==> src/common/sifh_config.svh <==
`ifndef SIFH_CONFIG_SVH
`define SIFH_CONFIG_SVH

// sizing of the time-of-flight histogrammer

// pixels served by one histogram memory
`define SIFH_PIXEL_NUM 4

// bins per pixel, kept a power of two
`define SIFH_BIN_NUM 32

// raw timestamp width from the host
`define SIFH_TS_WIDTH 10

// low timestamp bits dropped to form the bin index
// 10 bit stamp >> 5 gives 32 bins exactly
`define SIFH_BIN_SHIFT 5

// bin counter width, saturates at all ones
`define SIFH_COUNT_WIDTH 8

`endif

==> src/common/sifhPkg.sv <==
`include "sifh_config.svh"

package sifhPkg;

    // sizes pulled from the config header
    localparam int PIXEL_NUM = `SIFH_PIXEL_NUM;
    localparam int BIN_NUM = `SIFH_BIN_NUM;
    localparam int TS_W = `SIFH_TS_WIDTH;
    localparam int BIN_SHIFT = `SIFH_BIN_SHIFT;
    localparam int COUNT_W = `SIFH_COUNT_WIDTH;

    // derived widths
    localparam int PIXEL_W = $clog2(PIXEL_NUM);
    localparam int BIN_W = $clog2(BIN_NUM);
    localparam int ADDR_W = PIXEL_W + BIN_W;
    // one histogram per pixel, stacked by pixel
    localparam int HIST_DEPTH = PIXEL_NUM * BIN_NUM;

    typedef logic [PIXEL_W-1:0] pixelIdxT;
    typedef logic [BIN_W-1:0] binIdxT;
    // address is {pixel, bin}
    typedef logic [ADDR_W-1:0] histAddrT;
    typedef logic [TS_W-1:0] timestampT;
    typedef logic [COUNT_W-1:0] countT;

    // all ones stamp means no photon in this window
    localparam timestampT NO_HIT = '1;
    // saturation ceiling of a bin
    localparam countT COUNT_MAX = '1;
    // bus address that closes a frame
    localparam logic [2:0] EOF_ADR = 3'd4;

endpackage

==> src/design/timestampBinner.sv <==
`timescale 1ns/100ps

module timestampBinner (
    input  logic               clk,
    input  logic               rstN,
    // wishbone classic slave
    input  logic               cyc,
    input  logic               stb,
    input  logic               we,
    input  logic [2:0]         adr,
    input  sifhPkg::timestampT dat,
    output logic               ack,
    // stall from the accumulator
    input  logic               busy,
    // hit stream to the accumulator
    output logic               hitValid,
    output sifhPkg::pixelIdxT  hitPixel,
    output sifhPkg::binIdxT    hitBin,
    output logic               eofPulse
);
    import sifhPkg::*;

    logic      accept;
    logic      isHitAdr;
    logic      inRange;
    timestampT binned;

    // take a request once per bus cycle
    // registered ack blocks the cycle right after an accept
    assign accept = cyc && stb && !ack && !busy;

    // pixel writes live at adr 0..PIXEL_NUM-1
    assign isHitAdr = we && (int'(adr) < PIXEL_NUM);

    // coarse bin is the stamp without its low bits
    assign binned = dat >> BIN_SHIFT;

    // no-hit marker and bins past the end are acked but dropped
    // with the default sizes only the marker can trip this
    assign inRange = (dat != NO_HIT) && (int'(binned) < BIN_NUM);

    always_ff @(posedge clk) begin
        if (!rstN) begin
            ack      <= 1'b0;
            hitValid <= 1'b0;
            eofPulse <= 1'b0;
        end else begin
            // reads are acked too, there is no data to return
            ack      <= accept;
            hitValid <= accept && isHitAdr && inRange;
            eofPulse <= accept && we && (adr == EOF_ADR);
        end
    end

    // payload only, qualified by hitValid downstream
    always_ff @(posedge clk) begin
        if (accept) begin
            hitPixel <= adr[PIXEL_W-1:0];
            hitBin   <= binned[BIN_W-1:0];
        end
    end

endmodule

==> src/histogram/histogramRam.sv <==
`timescale 1ns/100ps

module histogramRam (
    input  logic              clk,
    // write port
    input  logic              wrEn,
    input  sifhPkg::histAddrT wrAddr,
    input  sifhPkg::countT    wrData,
    // read port, one cycle latency
    input  logic              rdEn,
    input  sifhPkg::histAddrT rdAddr,
    output sifhPkg::countT    rdData
);
    import sifhPkg::*;

    // one row per {pixel, bin}
    countT mem [HIST_DEPTH];

    // plain simple dual-port block ram
    // contents come up undefined, the accumulator sweeps them to zero
    always_ff @(posedge clk) begin
        if (wrEn) begin
            mem[wrAddr] <= wrData;
        end
    end

    // registered read
    // same-address write in the same cycle returns the old word
    // scan relies on that to read and clear in one go
    always_ff @(posedge clk) begin
        if (rdEn) begin
            rdData <= mem[rdAddr];
        end
    end

endmodule

==> src/histogram/histogramAccumulator.sv <==
`timescale 1ns/100ps

module histogramAccumulator (
    input  logic              clk,
    input  logic              rstN,
    // hits from the binner
    input  logic              hitValid,
    input  sifhPkg::pixelIdxT hitPixel,
    input  sifhPkg::binIdxT   hitBin,
    // end of frame in and delayed out
    input  logic              eofIn,
    output logic              eofOut,
    output logic              busy,
    // scan access from the peak finder
    input  logic              scanRdEn,
    input  sifhPkg::histAddrT scanAddr,
    output sifhPkg::countT    scanRdData,
    input  logic              scanDone
);
    import sifhPkg::*;

    // ownership of the memory
    logic     sweeping;
    logic     scanning;
    histAddrT sweepAddr;

    // rmw pipeline, p1 waits on read data, wr holds the write
    logic     p1Valid;
    histAddrT p1Addr;
    logic     wrValid;
    histAddrT wrAddrQ;
    countT    wrDataQ;

    // copy of the write that landed on the edge p1 was read
    logic     fwdValid;
    histAddrT fwdAddr;
    countT    fwdData;

    countT    baseCount;
    countT    nextCount;

    // memory side after arbitration
    logic     ramWrEn;
    histAddrT ramWrAddr;
    countT    ramWrData;
    logic     ramRdEn;
    histAddrT ramRdAddr;
    countT    ramRdData;

    // stall the bus while sweeping or scanning
    assign busy = sweeping || scanning;

    always_ff @(posedge clk) begin
        if (!rstN) begin
            sweeping  <= 1'b1;
            sweepAddr <= '0;
            scanning  <= 1'b0;
            eofOut    <= 1'b0;
            p1Valid   <= 1'b0;
            wrValid   <= 1'b0;
            fwdValid  <= 1'b0;
        end else begin
            // one zero write per cycle over the whole array
            if (sweeping) begin
                sweepAddr <= sweepAddr + 1'b1;
                if (sweepAddr == '1) begin
                    sweeping <= 1'b0;
                end
            end
            // scan owns memory from eofOut until the last result leaves
            if (eofIn) begin
                scanning <= 1'b1;
            end else if (scanDone) begin
                scanning <= 1'b0;
            end
            // last hit write is already issued by now
            eofOut   <= eofIn;
            p1Valid  <= hitValid;
            wrValid  <= p1Valid;
            fwdValid <= ramWrEn;
        end
    end

    always_ff @(posedge clk) begin
        p1Addr  <= {hitPixel, hitBin};
        wrAddrQ <= p1Addr;
        wrDataQ <= nextCount;
        fwdAddr <= ramWrAddr;
        fwdData <= ramWrData;
    end

    // pick the freshest value for p1
    // the write in flight now beats the one that raced the read
    always_comb begin
        if (wrValid && (wrAddrQ == p1Addr)) begin
            baseCount = wrDataQ;
        end else if (fwdValid && (fwdAddr == p1Addr)) begin
            baseCount = fwdData;
        end else begin
            baseCount = ramRdData;
        end
    end

    // saturating increment
    assign nextCount = (baseCount == COUNT_MAX) ? baseCount : baseCount + 1'b1;

    always_comb begin
        if (sweeping) begin
            ramWrEn   = 1'b1;
            ramWrAddr = sweepAddr;
            ramWrData = '0;
            ramRdEn   = 1'b0;
            ramRdAddr = sweepAddr;
        end else if (scanning) begin
            // read and clear the same word
            ramWrEn   = scanRdEn;
            ramWrAddr = scanAddr;
            ramWrData = '0;
            ramRdEn   = scanRdEn;
            ramRdAddr = scanAddr;
        end else begin
            ramWrEn   = wrValid;
            ramWrAddr = wrAddrQ;
            ramWrData = wrDataQ;
            ramRdEn   = hitValid;
            ramRdAddr = {hitPixel, hitBin};
        end
    end

    assign scanRdData = ramRdData;

    histogramRam uRam (
        .clk    (clk),
        .wrEn   (ramWrEn),
        .wrAddr (ramWrAddr),
        .wrData (ramWrData),
        .rdEn   (ramRdEn),
        .rdAddr (ramRdAddr),
        .rdData (ramRdData)
    );

endmodule

==> src/design/peakFinder.sv <==
`timescale 1ns/100ps

module peakFinder (
    input  logic              clk,
    input  logic              rstN,
    input  logic              eofPulse,
    // scan port into the accumulator
    output logic              scanRdEn,
    output sifhPkg::histAddrT scanAddr,
    input  sifhPkg::countT    scanRdData,
    output logic              scanDone,
    // result stream
    output logic              peakValid,
    input  logic              peakReady,
    output sifhPkg::pixelIdxT peakPixel,
    output sifhPkg::binIdxT   peakBin,
    output sifhPkg::countT    peakCount
);
    import sifhPkg::*;

    typedef enum logic [1:0] {
        IDLE,
        READ,
        DRAIN,
        HOLD
    } stateT;

    stateT    state;
    pixelIdxT pixel;
    binIdxT   bin;
    // read data lags the address by one cycle
    logic     cmpValid;
    binIdxT   cmpBin;
    binIdxT   maxBin;
    countT    maxCount;
    logic     lastPixel;
    logic     lastBin;

    assign lastPixel = (pixel == pixelIdxT'(PIXEL_NUM - 1));
    assign lastBin   = (bin == binIdxT'(BIN_NUM - 1));

    assign scanRdEn = (state == READ);
    assign scanAddr = {pixel, bin};

    // result sits here untouched until taken
    assign peakValid = (state == HOLD);
    assign peakPixel = pixel;
    assign peakBin   = maxBin;
    assign peakCount = maxCount;

    // frame done once the last pixel is handed over
    assign scanDone = peakValid && peakReady && lastPixel;

    always_ff @(posedge clk) begin
        if (!rstN) begin
            state    <= IDLE;
            pixel    <= '0;
            bin      <= '0;
            cmpValid <= 1'b0;
        end else begin
            cmpValid <= scanRdEn;
            case (state)
                IDLE: begin
                    if (eofPulse) begin
                        pixel <= '0;
                        bin   <= '0;
                        state <= READ;
                    end
                end
                READ: begin
                    // bin wraps to zero for the next pixel
                    bin <= bin + 1'b1;
                    if (lastBin) begin
                        state <= DRAIN;
                    end
                end
                // one extra cycle for the last bin's data
                DRAIN: state <= HOLD;
                HOLD: begin
                    // scan stays parked under back-pressure
                    if (peakReady) begin
                        if (lastPixel) begin
                            state <= IDLE;
                        end else begin
                            pixel <= pixel + 1'b1;
                            state <= READ;
                        end
                    end
                end
                default: state <= IDLE;
            endcase
        end
    end

    // running max, bin 0 seeds it
    // strictly greater only, so ties keep the lower bin
    always_ff @(posedge clk) begin
        cmpBin <= bin;
        if (cmpValid) begin
            if ((cmpBin == '0) || (scanRdData > maxCount)) begin
                maxBin   <= cmpBin;
                maxCount <= scanRdData;
            end
        end
    end

endmodule

==> src/design/sifhTop.sv <==
`timescale 1ns/100ps

module sifhTop (
    input  logic               clk,
    input  logic               rstN,
    // wishbone classic slave
    input  logic               cyc,
    input  logic               stb,
    input  logic               we,
    input  logic [2:0]         adr,
    input  sifhPkg::timestampT dat,
    output logic               ack,
    // peak result stream
    output logic               peakValid,
    input  logic               peakReady,
    output sifhPkg::pixelIdxT  peakPixel,
    output sifhPkg::binIdxT    peakBin,
    output sifhPkg::countT     peakCount
);
    import sifhPkg::*;

    // binner to accumulator
    logic     busy;
    logic     hitValid;
    pixelIdxT hitPixel;
    binIdxT   hitBin;
    logic     eofPulse;

    // accumulator to peak finder
    logic     eofScan;
    logic     scanRdEn;
    histAddrT scanAddr;
    countT    scanRdData;
    logic     scanDone;

    timestampBinner uBinner (
        .clk      (clk),
        .rstN     (rstN),
        .cyc      (cyc),
        .stb      (stb),
        .we       (we),
        .adr      (adr),
        .dat      (dat),
        .ack      (ack),
        .busy     (busy),
        .hitValid (hitValid),
        .hitPixel (hitPixel),
        .hitBin   (hitBin),
        .eofPulse (eofPulse)
    );

    histogramAccumulator uAccum (
        .clk        (clk),
        .rstN       (rstN),
        .hitValid   (hitValid),
        .hitPixel   (hitPixel),
        .hitBin     (hitBin),
        .eofIn      (eofPulse),
        .eofOut     (eofScan),
        .busy       (busy),
        .scanRdEn   (scanRdEn),
        .scanAddr   (scanAddr),
        .scanRdData (scanRdData),
        .scanDone   (scanDone)
    );

    peakFinder uPeak (
        .clk        (clk),
        .rstN       (rstN),
        .eofPulse   (eofScan),
        .scanRdEn   (scanRdEn),
        .scanAddr   (scanAddr),
        .scanRdData (scanRdData),
        .scanDone   (scanDone),
        .peakValid  (peakValid),
        .peakReady  (peakReady),
        .peakPixel  (peakPixel),
        .peakBin    (peakBin),
        .peakCount  (peakCount)
    );

endmodule

==> config.mk <==
export PLATFORM = sky130hd
export DESIGN_NAME = sifhTop
export DESIGN_NICKNAME = d
export VERILOG_FILES = /design/src/common/sifhPkg.sv /design/src/design/timestampBinner.sv /design/src/histogram/histogramRam.sv /design/src/histogram/histogramAccumulator.sv /design/src/design/peakFinder.sv /design/src/design/sifhTop.sv
export VERILOG_INCLUDE_DIRS = /design/src /design/src/common
export SDC_FILE = /design/constraint.sdc
export NUM_CORES = 1
export LEC_CHECK = 0
export BUFFER_PORTS_ARGS = -buffer_cell sky130_fd_sc_hd__clkbuf_2
export CAP_MARGIN = 20
export CORE_ASPECT_RATIO = 0.9
export CORE_MARGIN = 2
export CORE_UTILIZATION = 41
export CTS_CLUSTER_DIAMETER = 100
export CTS_CLUSTER_SIZE = 24
export DETAILED_ROUTE_END_ITERATION = 16
export MAX_ROUTING_LAYER = met4
export REMOVE_ABC_BUFFERS = 1
export SETUP_SLACK_MARGIN = 0.5
export SYNTH_ARGS = -nofsm -noshare
export SYNTH_HDL_FRONTEND = slang
export SYNTH_HIERARCHICAL = 1
export SYNTH_SLANG_ARGS = --single-unit
==> constraint.sdc <==
create_clock -name clk -period 5.2 [get_ports clk]
set_input_delay 1.3 -clock clk [delete_from_list [all_inputs] [get_ports clk]]
set_output_delay 1.3 -clock clk [all_outputs]
set_load 0.02 [all_outputs]
==> Yosys cells after proc, flatten, opt, wreduce, memory -nomap -nowiden <==
Memories as Yosys holds them, arrays and structs flattened. A register that Yosys moved wholly into a read port is not among the register bits.
Index checks and enable logic that the tools add are counted.
{ "totals": {"ramBits": 1024, "ff_bits": 88, "mem_count": 1, "word_cells": 103} }
{ "mem_list": {"columns": ["memory", "depth", "width", "rd", "rd_ports_with_merged_regs", "wr", "line", "source"], "rows": [
  ["uAccum.uRam.mem", 128, 8, 1, 1, 1, "histogramRam.sv:17", "countT mem [HIST_DEPTH];"]
]} }
{ "op_classes": {"mux": 30, "n_addsub": 4, "order_cmp": 3, "eq_ne": 15, "reduce_logical": 26} }
{ "ops": {"columns": ["op", "count"], "rows": [
  ["2-to-1 mux 8 bit", 5],
  ["2-to-1 mux 7 bit", 4],
  ["== test 7 bit", 2],
  ["logical AND 1 bit", 13],
  ["2-to-1 mux 2 bit", 6],
  ["2-to-1 mux 1 bit", 11],
  ["!= test 10 bit (second input constant)", 1],
  ["one-hot mux 5 bit (2 select lines)", 1],
  ["adder 8 x 1 -> 8 bit (second input constant)", 1],
  ["== test 8 bit (second input constant)", 1],
  ["greater-than comparator 8 bit", 1],
  ["one-hot mux 2 bit (4 select lines)", 1],
  ["adder 7 x 1 -> 7 bit (second input constant)", 1],
  ["== test 7 bit (second input constant)", 1],
  ["== test 2 bit (second input constant)", 3],
  ["less-than comparator 5 x 6 -> 1 bit (second input constant)", 1],
  ["!= test 2 bit (second input constant)", 3],
  ["nonzero test 2 bit", 3],
  ["adder 5 x 1 -> 5 bit (second input constant)", 1],
  ["== test 5 bit (second input constant)", 1],
  ["logical NOT 5 bit", 1],
  ["2-to-1 mux 5 bit", 1],
  ["one-hot mux 2 bit (2 select lines)", 1],
  ["AND reduction 2 bit", 2],
  ["10 further kinds", 12]
]} }

==> Depth between registers and ports, before layout <==
Gate-level depths: netlist (run 1).
{ "logic_depth": {"depth_word": 6, "depth_mapped": 10, "ltp_nobuf": 7} }

==> By module <==
The synthesis (run 1) kept the hierarchy.
{ "modules_own_cells": {"columns": ["module", "seq_area_each_um2", "area_per_inst_um2", "instances", "cells_per_inst"], "rows": [
  ["histogramRam", 30989.7, 39745.6, 1, 1635],
  ["histogramAccumulator", 1001.0, 2167.1, 1, 233],
  ["peakFinder", 690.7, 1283.7, 1, 111],
  ["timestampBinner", 270.3, 341.6, 1, 19]
]} }

==> Least setup slack after synthesis (run 1) <==
Ideal clock, no wire load.
{ "synth_timing": {"kind": "reg2reg", "from": "register uAccum.scanning", "to": "register uAccum.uRam.rdData[0], read port of uAccum.uRam.mem, data pin", "setup_ns": 0.260, "required_ns": 4.940, "slack_ns": 1.621, "arrival_time_ns": 3.319, "stages_incl_launch_ff": 10, "cell_sequence": "dfxtp_1 > clkbuf_1 > a21oi_1 > a21oi_1 > clkbuf_1 > buf_1 > mux4_2 > mux4_2 > mux4_2 > mux2_2"} }
{ "synth_via": {"elab_chain_len": 2, "word_cells_on_any_way": 4, "cone_classes": "mux (4)"} }
{ "synth_rtl": {"columns": ["element", "line", "source"], "rows": [
  ["start: declaration", "histogramAccumulator.sv:24", "logic scanning;"],
  ["start signal: assignment", "histogramAccumulator.sv:57", "scanning <= 1'b0;"],
  ["start signal: assignment", "histogramAccumulator.sv:72", "scanning <= 1'b1;"],
  ["start signal: assignment", "histogramAccumulator.sv:74", "scanning <= 1'b0;"],
  ["2-to-1 mux 7 bit", "histogramAccumulator.sv:114", "end else if (scanning) begin"],
  ["2-to-1 mux 7 bit", "histogramAccumulator.sv:108", "if (sweeping) begin"],
  ["net uAccum.ramRdAddr[0]", "histogramAccumulator.sv:47", "histAddrT ramRdAddr;"],
  ["end: declaration", "histogramRam.sv:12", "output sifhPkg::countT rdData"]
]} }
The timed path passes the listed nets, and every way through them passes these cells.
A chain may end at the register's enable or synchronous reset.

==> Final worst setup path (run 1) <==
{ "layout_timing": {"from": "register uAccum.sweeping", "to": "register uAccum.uRam.rdData[2], read port of uAccum.uRam.mem, data pin"} }
{ "layout_via": {"elab_chain_len": 1, "word_cells_on_any_way": 2, "cone_classes": "mux (2)"} }
{ "layout_rtl": {"columns": ["element", "line", "source"], "rows": [
  ["start: declaration", "histogramAccumulator.sv:23", "logic sweeping;"],
  ["start signal: assignment", "histogramAccumulator.sv:55", "sweeping <= 1'b1;"],
  ["start signal: assignment", "histogramAccumulator.sv:67", "sweeping <= 1'b0;"],
  ["2-to-1 mux 7 bit", "histogramAccumulator.sv:108", null],
  ["net uAccum.ramRdAddr[0]", "histogramAccumulator.sv:47", null]
]} }
The timed path passes the listed nets, and every way through them passes these cells.

==> results.sh, run 1 <==
export IMPL_cts_resized=0
export IMPL_power_leakage_nw=14.0
export IMPL_vias=20600
export IMPL_postSynthAreaPerCell_um2=21.8
export IMPL_dp_slack_ns=0.710
export IMPL_mostFrequentLayoutCell="edfxtp_1"
export IMPL_grt_max_degree=95
export IMPL_syn_inst=1998
export IMPL_core_area_um2=105000
export IMPL_numCtsBuffers=52
export IMPL_crit_fanout=24
export IMPL_setup_viol=0
export IMPL_drcViolationCount=0
export IMPL_skew_ns=0.0253
export IMPL_crit_arrival_ns=4.93
export IMPL_place_area_um2=46200
export IMPL_fin_crit_sh=0.863
export IMPL_drt_pre_antenna_iters=5
export IMPL_setup_slack_ns=0.711
export IMPL_syn_area_um2=43500
export IMPL_dp_final_hpwl_mm=63.1
export IMPL_max_freq_ghz=0.223
export IMPL_synth_flop_cell="edfxtp_1"
export IMPL_hold_path_class="reg2reg"
export IMPL_ys_seq_area_frac=0.757
export IMPL_tritoncts="done"
export IMPL_initial_core_util=0.413
export IMPL_max_clock_path_buffers=3
export IMPL_ant_nets=0
export IMPL_slew_limit_headroom=0.275
export IMPL_routed_via_density=5.86
export IMPL_area_delta_synth_final_pct=9.67
export IMPL_die_y_um=313
export IMPL_ys_ff_latch=1120
export IMPL_antenna_found_initial=1
export IMPL_die_w_um=347
export IMPL_cts_sinks=1120
export IMPL_crit_path_start_kind="flip-flop"
export IMPL_yosysWarnings=6
export IMPL_power_density_nw_per_um2=316
export IMPL_run_status="completed"
export IMPL_rsz0062_at_grt="no"
export IMPL_hold_viol=0
export IMPL_endpoint_kind="flip-flop"
export IMPL_mostFrequentLayoutCells="edfxtp_1 (1,052), mux4_2 (336), nor2_1 (131), buf_4 (97), dfxtp_1 (68)"
export IMPL_grt_pass1_vias=20400
export IMPL_root_buffer="clkbuf_16"
export IMPL_grt_overflow_total=0
export IMPL_worstSkewPairLatency_ns=0.68
export IMPL_finalCriticalPeriod_ns=4.49
export IMPL_drv_cap=0
export IMPL_fin_area_um2=47700
export IMPL_drive_gt1_frac=0.277
export IMPL_place_port_buffers=35
export IMPL_postCtsSetupRepairBufs=0
export IMPL_wl_per_cell_um=28.6
export IMPL_place_gp_congestion=0.821
export IMPL_drt_initial_drc_count=2382
export IMPL_p_total_mw=15.1
export IMPL_slew_viol_final=0
export IMPL_required_ns=5.64
export IMPL_ir_drop_mv=0.262
export IMPL_grt_usage=0.190
export IMPL_fin_nets=2141
export IMPL_postSynth_asyncResetShare=0
export IMPL_final_cells=3512
export IMPL_htreeDepth=2
export IMPL_yosysUniqueCellTypes=52
export IMPL_tightest_slew_ns=1.09
export IMPL_io_pins=36
export IMPL_num_rows=113
export IMPL_dieArea_um2=109000
export IMPL_critPathKind="reg2reg"
export IMPL_synth_edf_count=1052
export IMPL_grt_pass1_wl_mm=145
export IMPL_path_clk_slew_ns=0.10
export IMPL_finalWirelength_mm=100
export IMPL_place_inst=3428
export IMPL_setup_tns_ns=0
export IMPL_postCtsHoldBufs=0
==> state kept, by name (all words and copies together) (netlist names), 2 cells and up <==
register            cells
uAccum/fwdAddr          7
uAccum/fwdData          8
uAccum/p1Addr           7
uAccum/sweepAddr        7
uAccum/uRam/mem      1024
uAccum/uRam/rdData      8
uAccum/wrAddrQ          7
uAccum/wrDataQ          8
uBinner/hitBin          5
uBinner/hitPixel        2
uPeak/bin               5
uPeak/cmpBin            5
uPeak/peakBin           5
uPeak/peakCount         8
uPeak/peakPixel         2
uPeak/state             2
==> layout make-up <==
class / count / area, um^2
well taps: 1380 / 1730
clock inverters: 2 / 40.0
inverters: 14 / 52.6
diodes: 1 / 2.50
multi-input cells: 762 / 10200
clock buffers: 76 / 1440
flip-flops and latches: 1120 / 33000
repair buffers: 157 / 1370
fillers: 8731 / 57700
==> logic make-up (layout without fill, tap and decap cells) <==
| logic type | Yosys count | after routing | synth area share |
|---|---|---|---|
| and+or+nand+nor | 302 | 302 | 0.0341 |
| muxes | 352 | 352 | 0.178 |
| buffers and inverters | 116 | 249 | 0.0118 |
| other | 0 | 1 | 0 |
| AOI/OAI and AO/OA | 74 | 74 | 0.0114 |
| xor gates and xnor gates | 19 | 19 | 0.00382 |
| adders and majority gates | 15 | 15 | 0.00431 |
| DFF | 1120 | 1120 | 0.757 |
==> critical path, cell delays in order (launching register included) <==
cell and delay [ns]:
dfxtp_1 0.78, a21oi_1 0.22, a21oi_4 0.70, buf_12 0.30, buf_12 0.25, mux4_2 0.54
mux4_2 0.56, mux4_2 0.56, mux2_2 0.28
==> routing by layer <==
layer  share of wire  routed length [um]  up-vias  track usage
met5               0                   0        -            -
li1                -                   -     8472            -
met2            0.47               47500      750        0.289
met4           0.016                1570        0       0.0359
met1            0.44               44400    11300        0.277
met3           0.069                6940       92       0.0275
==> worst paths after layout <==
kind | start | endpoint | slack (ns) | cells past startpoint
min reg2reg | uAccum/p1Addr[3]$_DFF_P_ | uAccum/wrAddrQ[3]$_DFF_P_ | 0.40 | 0
min | uAccum/p1Addr[3]$_DFF_P_ | uAccum/wrAddrQ[3]$_DFF_P_ | 0.40 | 0
max | uAccum/sweeping$_SDFF_PN1_ | uAccum/uRam/rdData[2]$_DFFE_PP_ | 0.71 | 8
max reg2reg | uAccum/sweeping$_SDFF_PN1_ | uAccum/uRam/rdData[2]$_DFFE_PP_ | 0.71 | 8
==> cells in the mapped netlist, types with 2 or more instances <==
master / instances / area, um^2
ha_1: 15 / 188
o21a_1: 5 / 37.5
xnor2_1: 16 / 140
xor2_1: 3 / 26.3
a2bb2oi_1: 6 / 52.6
edfxtp_1: 1052 / 31600
mux2i_1: 5 / 50.1
and3_1: 3 / 18.8
buf_4: 13 / 97.6
o2bb2ai_1: 2 / 17.5
and2_1: 20 / 125
nor2b_1: 26 / 163
a21oi_1: 26 / 130
nor2_1: 131 / 492
mux4_2: 336 / 7570
a21boi_0: 3 / 22.5
dfxtp_1: 68 / 1360
clkbuf_1: 53 / 199
nor4_1: 7 / 43.8
and4_1: 3 / 26.3
mux2_2: 11 / 124
or3_1: 5 / 31.3
buf_2: 16 / 80.1
nor3_1: 13 / 65.1
nand4_1: 13 / 81.3
buf_1: 19 / 71.3
nand3_1: 14 / 70.1
nand2b_1: 20 / 125
a22oi_1: 8 / 60.1
o21ai_0: 15 / 75.1
inv_1: 14 / 52.6
a32oi_1: 2 / 17.5
nand2_1: 36 / 135
==> through the flow <==
stage                     utilization  hold WS (ns)
after floorplan                     -         0.349
after CTS                       0.452         0.401
after global placement          0.438         0.383
after global routing            0.453         0.409
final                           0.453         0.400
after detailed placement        0.438         0.386
==> power breakdown <==
part / switching [mW] / internal [mW]
logic: 0.404 / 0.356
registers: 0.00876 / 9.73
clock network: 2.67 / 1.94
total: 3.08 / 12.0
(Power assumes the default switching activity.)
==> inputs of run 2 (changes only) <==
Clock period 5.2 ns to 4 ns, I/O delays scaled along.
==> run 2 against run 1 <==
  * Total power is 31% higher
  * Sequential cell count did not move
  * Combinational power grew 47%
  * Utilization up 1.2 points
  * Setup slack worse by 0.25 ns
  * Highest routed layer unchanged
==> results.sh, run 2 (synthesis gave the netlist of run 1 again) <==
export IMPL_place_inst=3501
export IMPL_rsz0062_at_grt="yes"
export IMPL_rr_startpoint="uAccum/scanning$_SDFFE_PN0P_"
export IMPL_cp_cell_sequence="buf_6, nand2b_1, a21oi_4, buf_12, buf_12, buf_12, mux4_2, mux4_2, mux4_2, mux2_2"
export IMPL_setup_viol=0
export IMPL_tritoncts="done"
export IMPL_setup_tns_ns=0
export IMPL_endpoint_kind="flip-flop"
export IMPL_slew_limit_headroom=0.228
export IMPL_area_delta_synth_final_pct=12.5
export IMPL_root_buffer="clkbuf_16"
export IMPL_io_pins=36
export IMPL_ir_drop_mv=0.299
export IMPL_dp_final_hpwl_mm=66.0
export IMPL_critPathKind="reg2reg"
export IMPL_power_leakage_nw=14.7
export IMPL_ant_nets=0
export IMPL_internal_power_mw=15.7
export IMPL_crit_start="uAccum/scanning$_SDFFE_PN0P_"
export IMPL_grt_max_degree=130
export IMPL_grt_usage=0.200
export IMPL_tightest_slew_ns=1.15
export IMPL_dp_slack_ns=0.230
export IMPL_grt_overflow_total=0
export IMPL_cts_sinks=1120
export IMPL_cp_endpoint="uAccum/uRam/rdData[0]$_DFFE_PP_"
export IMPL_dieArea_um2=109000
export IMPL_cp_slowest_cell="mux4_2"
export IMPL_skew_ns=0.0288
export IMPL_max_clock_path_buffers=3
export IMPL_run_status="completed"
export IMPL_drv_cap=0
export IMPL_drcViolationCount=0
export IMPL_crit_arrival_ns=3.95
export IMPL_drt_initial_drc_count=2673
export IMPL_worstSkewPairLatency_ns=0.67
export IMPL_reg2reg_to="uAccum/uRam/rdData[0]$_DFFE_PP_"
export IMPL_place_gp_congestion=0.847
export IMPL_routed_via_density=5.86
export IMPL_drt_pre_antenna_iters=5
export IMPL_mostFrequentLayoutCell="edfxtp_1"
export IMPL_numCtsBuffers=52
export IMPL_antenna_found_initial=3
export IMPL_r2r_slack_ns=0.46
export IMPL_htreeDepth=2
export IMPL_fin_nets=2243
export IMPL_grt_pass1_vias=21100
export IMPL_required_ns=4.41
export IMPL_sw_frac_of_total=0.208
export IMPL_antenna_cells=0
export IMPL_pwr_share_comb=0.057
export IMPL_crit_fanout=28
export IMPL_finalCriticalPeriod_ns=3.54
export IMPL_seqPwrFrac=0.641
export IMPL_r2r_cells=10
export IMPL_fin_area_um2=49000
export IMPL_fin_crit_sh=0.886
export IMPL_place_area_um2=46800
export IMPL_setup_slack_ns=0.457
export IMPL_num_rows=113
export IMPL_power_density_nw_per_um2=403
export IMPL_crit_path_start_kind="flip-flop"
export IMPL_place_port_buffers=35
export IMPL_largest_register_ffs=1024
export IMPL_switchingPower_mw=4.10
export IMPL_vias=21200
export IMPL_core_area_um2=105000
export IMPL_final_cells=3612
export IMPL_pwr_share_clk=0.302
export IMPL_initial_core_util=0.413
export IMPL_timing_hold_ws_ns=0.406
export IMPL_max_freq_ghz=0.282
export IMPL_slew_viol_final=0
export IMPL_hold_viol=0
export IMPL_grt_pass1_wl_mm=153
export IMPL_mostFrequentLayoutCells="edfxtp_1 (1,052), mux4_2 (336), buf_4 (169), nor2_1 (130), dfxtp_1 (66)"
export IMPL_die_w_um=347
export IMPL_wl_per_cell_um=29.6
export IMPL_largest_register="uAccum/uRam/mem"
export IMPL_drive_gt1_frac=0.312
export IMPL_path_clk_slew_ns=0.10
export IMPL_cpPeakStageDelay_ns=0.60
export IMPL_hold_path_class="reg2reg"
export IMPL_die_y_um=313
export IMPL_finalWirelength_mm=107
[run 2: final cells by class]
| class | count | area [um^2] |
|---|---|---|
| fillers | 8632 | 56500 |
| flip-flops and latches | 1120 | 33000 |
| multi-input cells | 762 | 10200 |
| repair buffers | 259 | 2650 |
| well taps | 1380 | 1730 |
| clock buffers | 73 | 1400 |
| inverters | 14 | 52.6 |
| clock inverters | 4 | 30.0 |
[run 2: per-layer routing]
layer,part of all wire,track usage,up-vias
li1,-,-,8681
met1,0.44,0.296,11500
met2,0.47,0.304,844
met3,0.072,0.0262,105
met4,0.014,0.0344,0
met5,0,-,-
[run 2: how the worst min path moves through the flow]
stage	startpoint	end	slack (ns)	cells after the start
2_1_floorplan	uBinner/hitBin[0]$_DFFE_PP_	uAccum/p1Addr[0]$_DFF_P_	0.35	0
3_3_place_gp	uBinner/hitBin[4]$_DFFE_PP_	uAccum/p1Addr[4]$_DFF_P_	0.39	0
3_5_place_dp	uBinner/hitBin[4]$_DFFE_PP_	uAccum/p1Addr[4]$_DFF_P_	0.36	0
4_1_cts	uBinner/hitBin[4]$_DFFE_PP_	uAccum/p1Addr[4]$_DFF_P_	0.40	0
5_1_grt	uBinner/hitBin[4]$_DFFE_PP_	uAccum/p1Addr[4]$_DFF_P_	0.42	0
6_report	uBinner/hitBin[4]$_DFFE_PP_	uAccum/p1Addr[4]$_DFF_P_	0.41	0
[run 2: power groups by stage]
stage | logic (mW) | registers, mW | clock network (mW)
6_report | 1.12 | 12.7 | 5.97
5_1_grt | 1.17 | 12.7 | 6.48
4_1_cts | 1.08 | 12.7 | 6.10
3_5_place_dp | 1.01 | 12.9 | 0
3_3_place_gp | 1.01 | 12.9 | 0
2_1_floorplan | 0.964 | 12.9 | 0
[run 2: timing repair]
item,CTS,global route
endpoints found under the hold margin,0,0
cloned,6,5
pin swaps,0,0
gates resized for setup,22,13
endpoints found under the setup margin,8,16
buffers inserted,10,12
hold buffers,0,0
[run 2: stage by stage]
| stage | power [mW] | utilization |
|---|---|---|
| final | 19.8 | 0.464 |
| after CTS | 19.8 | 0.461 |
| after global routing | 20.3 | 0.464 |
| after detailed placement | 13.9 | 0.444 |
| after floorplan | 13.9 | - |
| after global placement | 13.9 | 0.444 |
[run 2: critical path, delay by kind of cell (launching register included)]
family | cells | cell delay, ns
compound gates | 1 | 0.18
buf+inv | 4 | 0.72
flops | 1 | 0.38
mux | 4 | 1.79
simple gates | 1 | 0.18
==> inputs of run 3 (changes only) <==
Settings changed: BUFFER_PORTS_ARGS -buffer_cell sky130_fd_sc_hd__clkbuf_2 to -buffer_cell sky130_fd_sc_hd__buf_2.
==> run 3 against run 2 <==
  * Cell count increased by 0.80%
  * Sequential share of layout area decreased by 0.62 points
  * Register-to-register slack about the same
  * Hold slack got worse by 0.0081 ns
  * Maximum frequency about the same
  * Via count increased by 0.52%
  * Combinational power increased by 8%
  * Clock power decreased by 2%
  * First-iteration DRC count increased by 0.94%
  * Total power about the same
  * Routed wire length increased by 0.14%
  * Sequential cell count unchanged
  * Highest routed layer unchanged
==> results.sh, run 3 (synthesis gave the netlist of run 1 again) <==
export IMPL_p_total_mw=19.7
export IMPL_tritoncts="done"
export IMPL_grt_pass1_vias=20700
export IMPL_endpoint_kind="flip-flop"
export IMPL_crit_path_start_kind="flip-flop"
export IMPL_drive_gt1_frac=0.323
export IMPL_critPathKind="reg2reg"
export IMPL_wl_per_cell_um=29.4
export IMPL_vias=21300
export IMPL_skew_ns=0.0240
export IMPL_max_freq_ghz=0.282
export IMPL_rsz0062_at_grt="yes"
export IMPL_cp_slowest_cell="mux4_2"
export IMPL_grt_max_degree=81
export IMPL_mostFrequentLayoutCells="edfxtp_1 (1,052), mux4_2 (336), buf_4 (186), nor2_1 (124), clkbuf_16 (70)"
export IMPL_root_buffer="clkbuf_16"
export IMPL_place_area_um2=47000
export IMPL_dp_final_hpwl_mm=67.5
export IMPL_crit_arrival_ns=3.95
export IMPL_fin_nets=2274
export IMPL_hold_path_class="reg2reg"
export IMPL_hold_viol=0
export IMPL_ant_nets=0
export IMPL_grt_pass1_wl_mm=151
export IMPL_num_rows=113
export IMPL_gr_usage_met3=0.0264
export IMPL_tightest_slew_ns=1.19
export IMPL_drt_initial_drc_count=2698
export IMPL_fin_crit_sh=0.886
export IMPL_drt_pre_antenna_iters=5
export IMPL_crit_fanout=9
export IMPL_die_y_um=313
export IMPL_grt_use_met2=0.291
export IMPL_power_density_nw_per_um2=399
export IMPL_slew_viol_final=0
export IMPL_power_leakage_nw=14.9
export IMPL_die_w_um=347
export IMPL_initial_core_util=0.413
export IMPL_largest_register_ffs=1024
export IMPL_grt_usage=0.199
export IMPL_io_pins=36
export IMPL_dieArea_um2=109000
export IMPL_worstSkewPairLatency_ns=0.65
export IMPL_routed_via_density=5.84
export IMPL_core_area_um2=105000
export IMPL_postCtsHoldBufs=0
export IMPL_area_delta_synth_final_pct=13.6
export IMPL_htreeDepth=2
export IMPL_path_clk_slew_ns=0.10
export IMPL_ir_drop_mv=0.329
export IMPL_slew_limit_headroom=0.203
export IMPL_cp_cell_sequence="nand2b_1, a21oi_4, buf_12, buf_16, buf_12, mux4_2, mux4_2, mux4_2, mux2_2"
export IMPL_run_status="completed"
export IMPL_numCtsBuffers=52
export IMPL_crit_family="multiplexers"
export IMPL_drv_cap=0
export IMPL_drcViolationCount=0
export IMPL_largest_register="uAccum/uRam/mem"
export IMPL_setup_viol=0
export IMPL_antenna_found_initial=7
export IMPL_fin_area_um2=49400
export IMPL_grt_overflow_total=0
export IMPL_place_port_buffers=35
export IMPL_max_clock_path_buffers=3
export IMPL_place_gp_congestion=0.813
export IMPL_grtUsageMet1=0.304
export IMPL_fill_cells=8616
export IMPL_cts_sinks=1120
export IMPL_finalCriticalPeriod_ns=3.54
export IMPL_grt_busiest_layer="met1"
export IMPL_required_ns=4.41
export IMPL_path_common_cell="mux4_2"
export IMPL_mostFrequentLayoutCell="edfxtp_1"
export IMPL_finalWirelength_mm=107
export IMPL_cp_buffers_inverters=3
export IMPL_antenna_cells=0
export IMPL_cpPeakStageDelay_ns=0.62
-- run 3: cell count changes in the layout (fill, tap and decap cells not counted), moves of 2 or more --
cell | before | now
nor2_1 | 130 | 124
buf_16 | 15 | 17
buf_2 | 0 | 35
nor2_2 | 2 | 8
clkbuf_16 | 58 | 70
bufbuf_16 | 2 | 0
buf_4 | 169 | 186
nor2b_2 | 2 | 0
clkbuf_2 | 35 | 0
-- run 3: layer usage --
| metal | vias to the layer above | part of all wire |
|---|---|---|
| li1 | 8731 | - |
| met1 | 11600 | 0.45 |
| met2 | 897 | 0.45 |
| met3 | 89 | 0.084 |
| met4 | 0 | 0.017 |
| met5 | - | 0 |
-- run 3: path summary, 6_finish.rpt --
path	start	end	slack (ns)	cells after the start
worst min-delay path	uAccum/p1Addr[2]$_DFF_P_	uAccum/wrAddrQ[2]$_DFF_P_	0.40	0
worst max-delay path	uBinner/hitBin[0]$_DFFE_PP_	uAccum/uRam/rdData[0]$_DFFE_PP_	0.46	9
worst max register to register	uBinner/hitBin[0]$_DFFE_PP_	uAccum/uRam/rdData[0]$_DFFE_PP_	0.46	9
worst min register to register	uAccum/p1Addr[2]$_DFF_P_	uAccum/wrAddrQ[2]$_DFF_P_	0.40	0
-- run 3: where the power goes --
| group | internal, mW | switching, mW | total, mW |
|---|---|---|---|
| sequential | 12.6 | 0.0131 | 12.7 |
| clock | 2.45 | 3.43 | 5.88 |
| combinational | 0.609 | 0.596 | 1.21 |
-- run 3: cell type report --
type                            instances  area (um^2)  area share
Timing Repair Buffer                  290         3100      0.0627
Clock inverter                          1         8.76    0.000177
Tap cell                             1380         1730      0.0349
Clock buffer                           74         1410      0.0284
Multi-Input combinational cell        762        10200       0.206
Inverter                               14         52.6     0.00106
Sequential cell                      1120        33000       0.667
-- run 3: what timing repair did --
| item | 4_1_cts | 5_1_grt |
|---|---|---|
| cloned | 3 | 17 |
| buffers inserted | 12 | 16 |
| pin swaps | 2 | 0 |
| endpoints found under the setup margin | 36 | 109 |
| gates resized for setup | 20 | 28 |
| hold endpoints to repair | 0 | 0 |
-- run 3: stage by stage --
step | std cells | setup TNS [ns] | util | worst slack, ns | hold slack, ns
2_1_floorplan | 1896 | -168.85 | - | -21.11 | 0.349
3_3_place_gp | 3517 | 0 | 0.446 | 0.0825 | 0.386
3_5_place_dp | 3518 | 0 | 0.446 | 0.0223 | 0.386
4_1_cts | 3608 | 0 | 0.463 | 0.459 | 0.400
5_1_grt | 3641 | 0 | 0.469 | 0.423 | 0.415
6_report | 3641 | 0 | 0.469 | 0.457 | 0.398
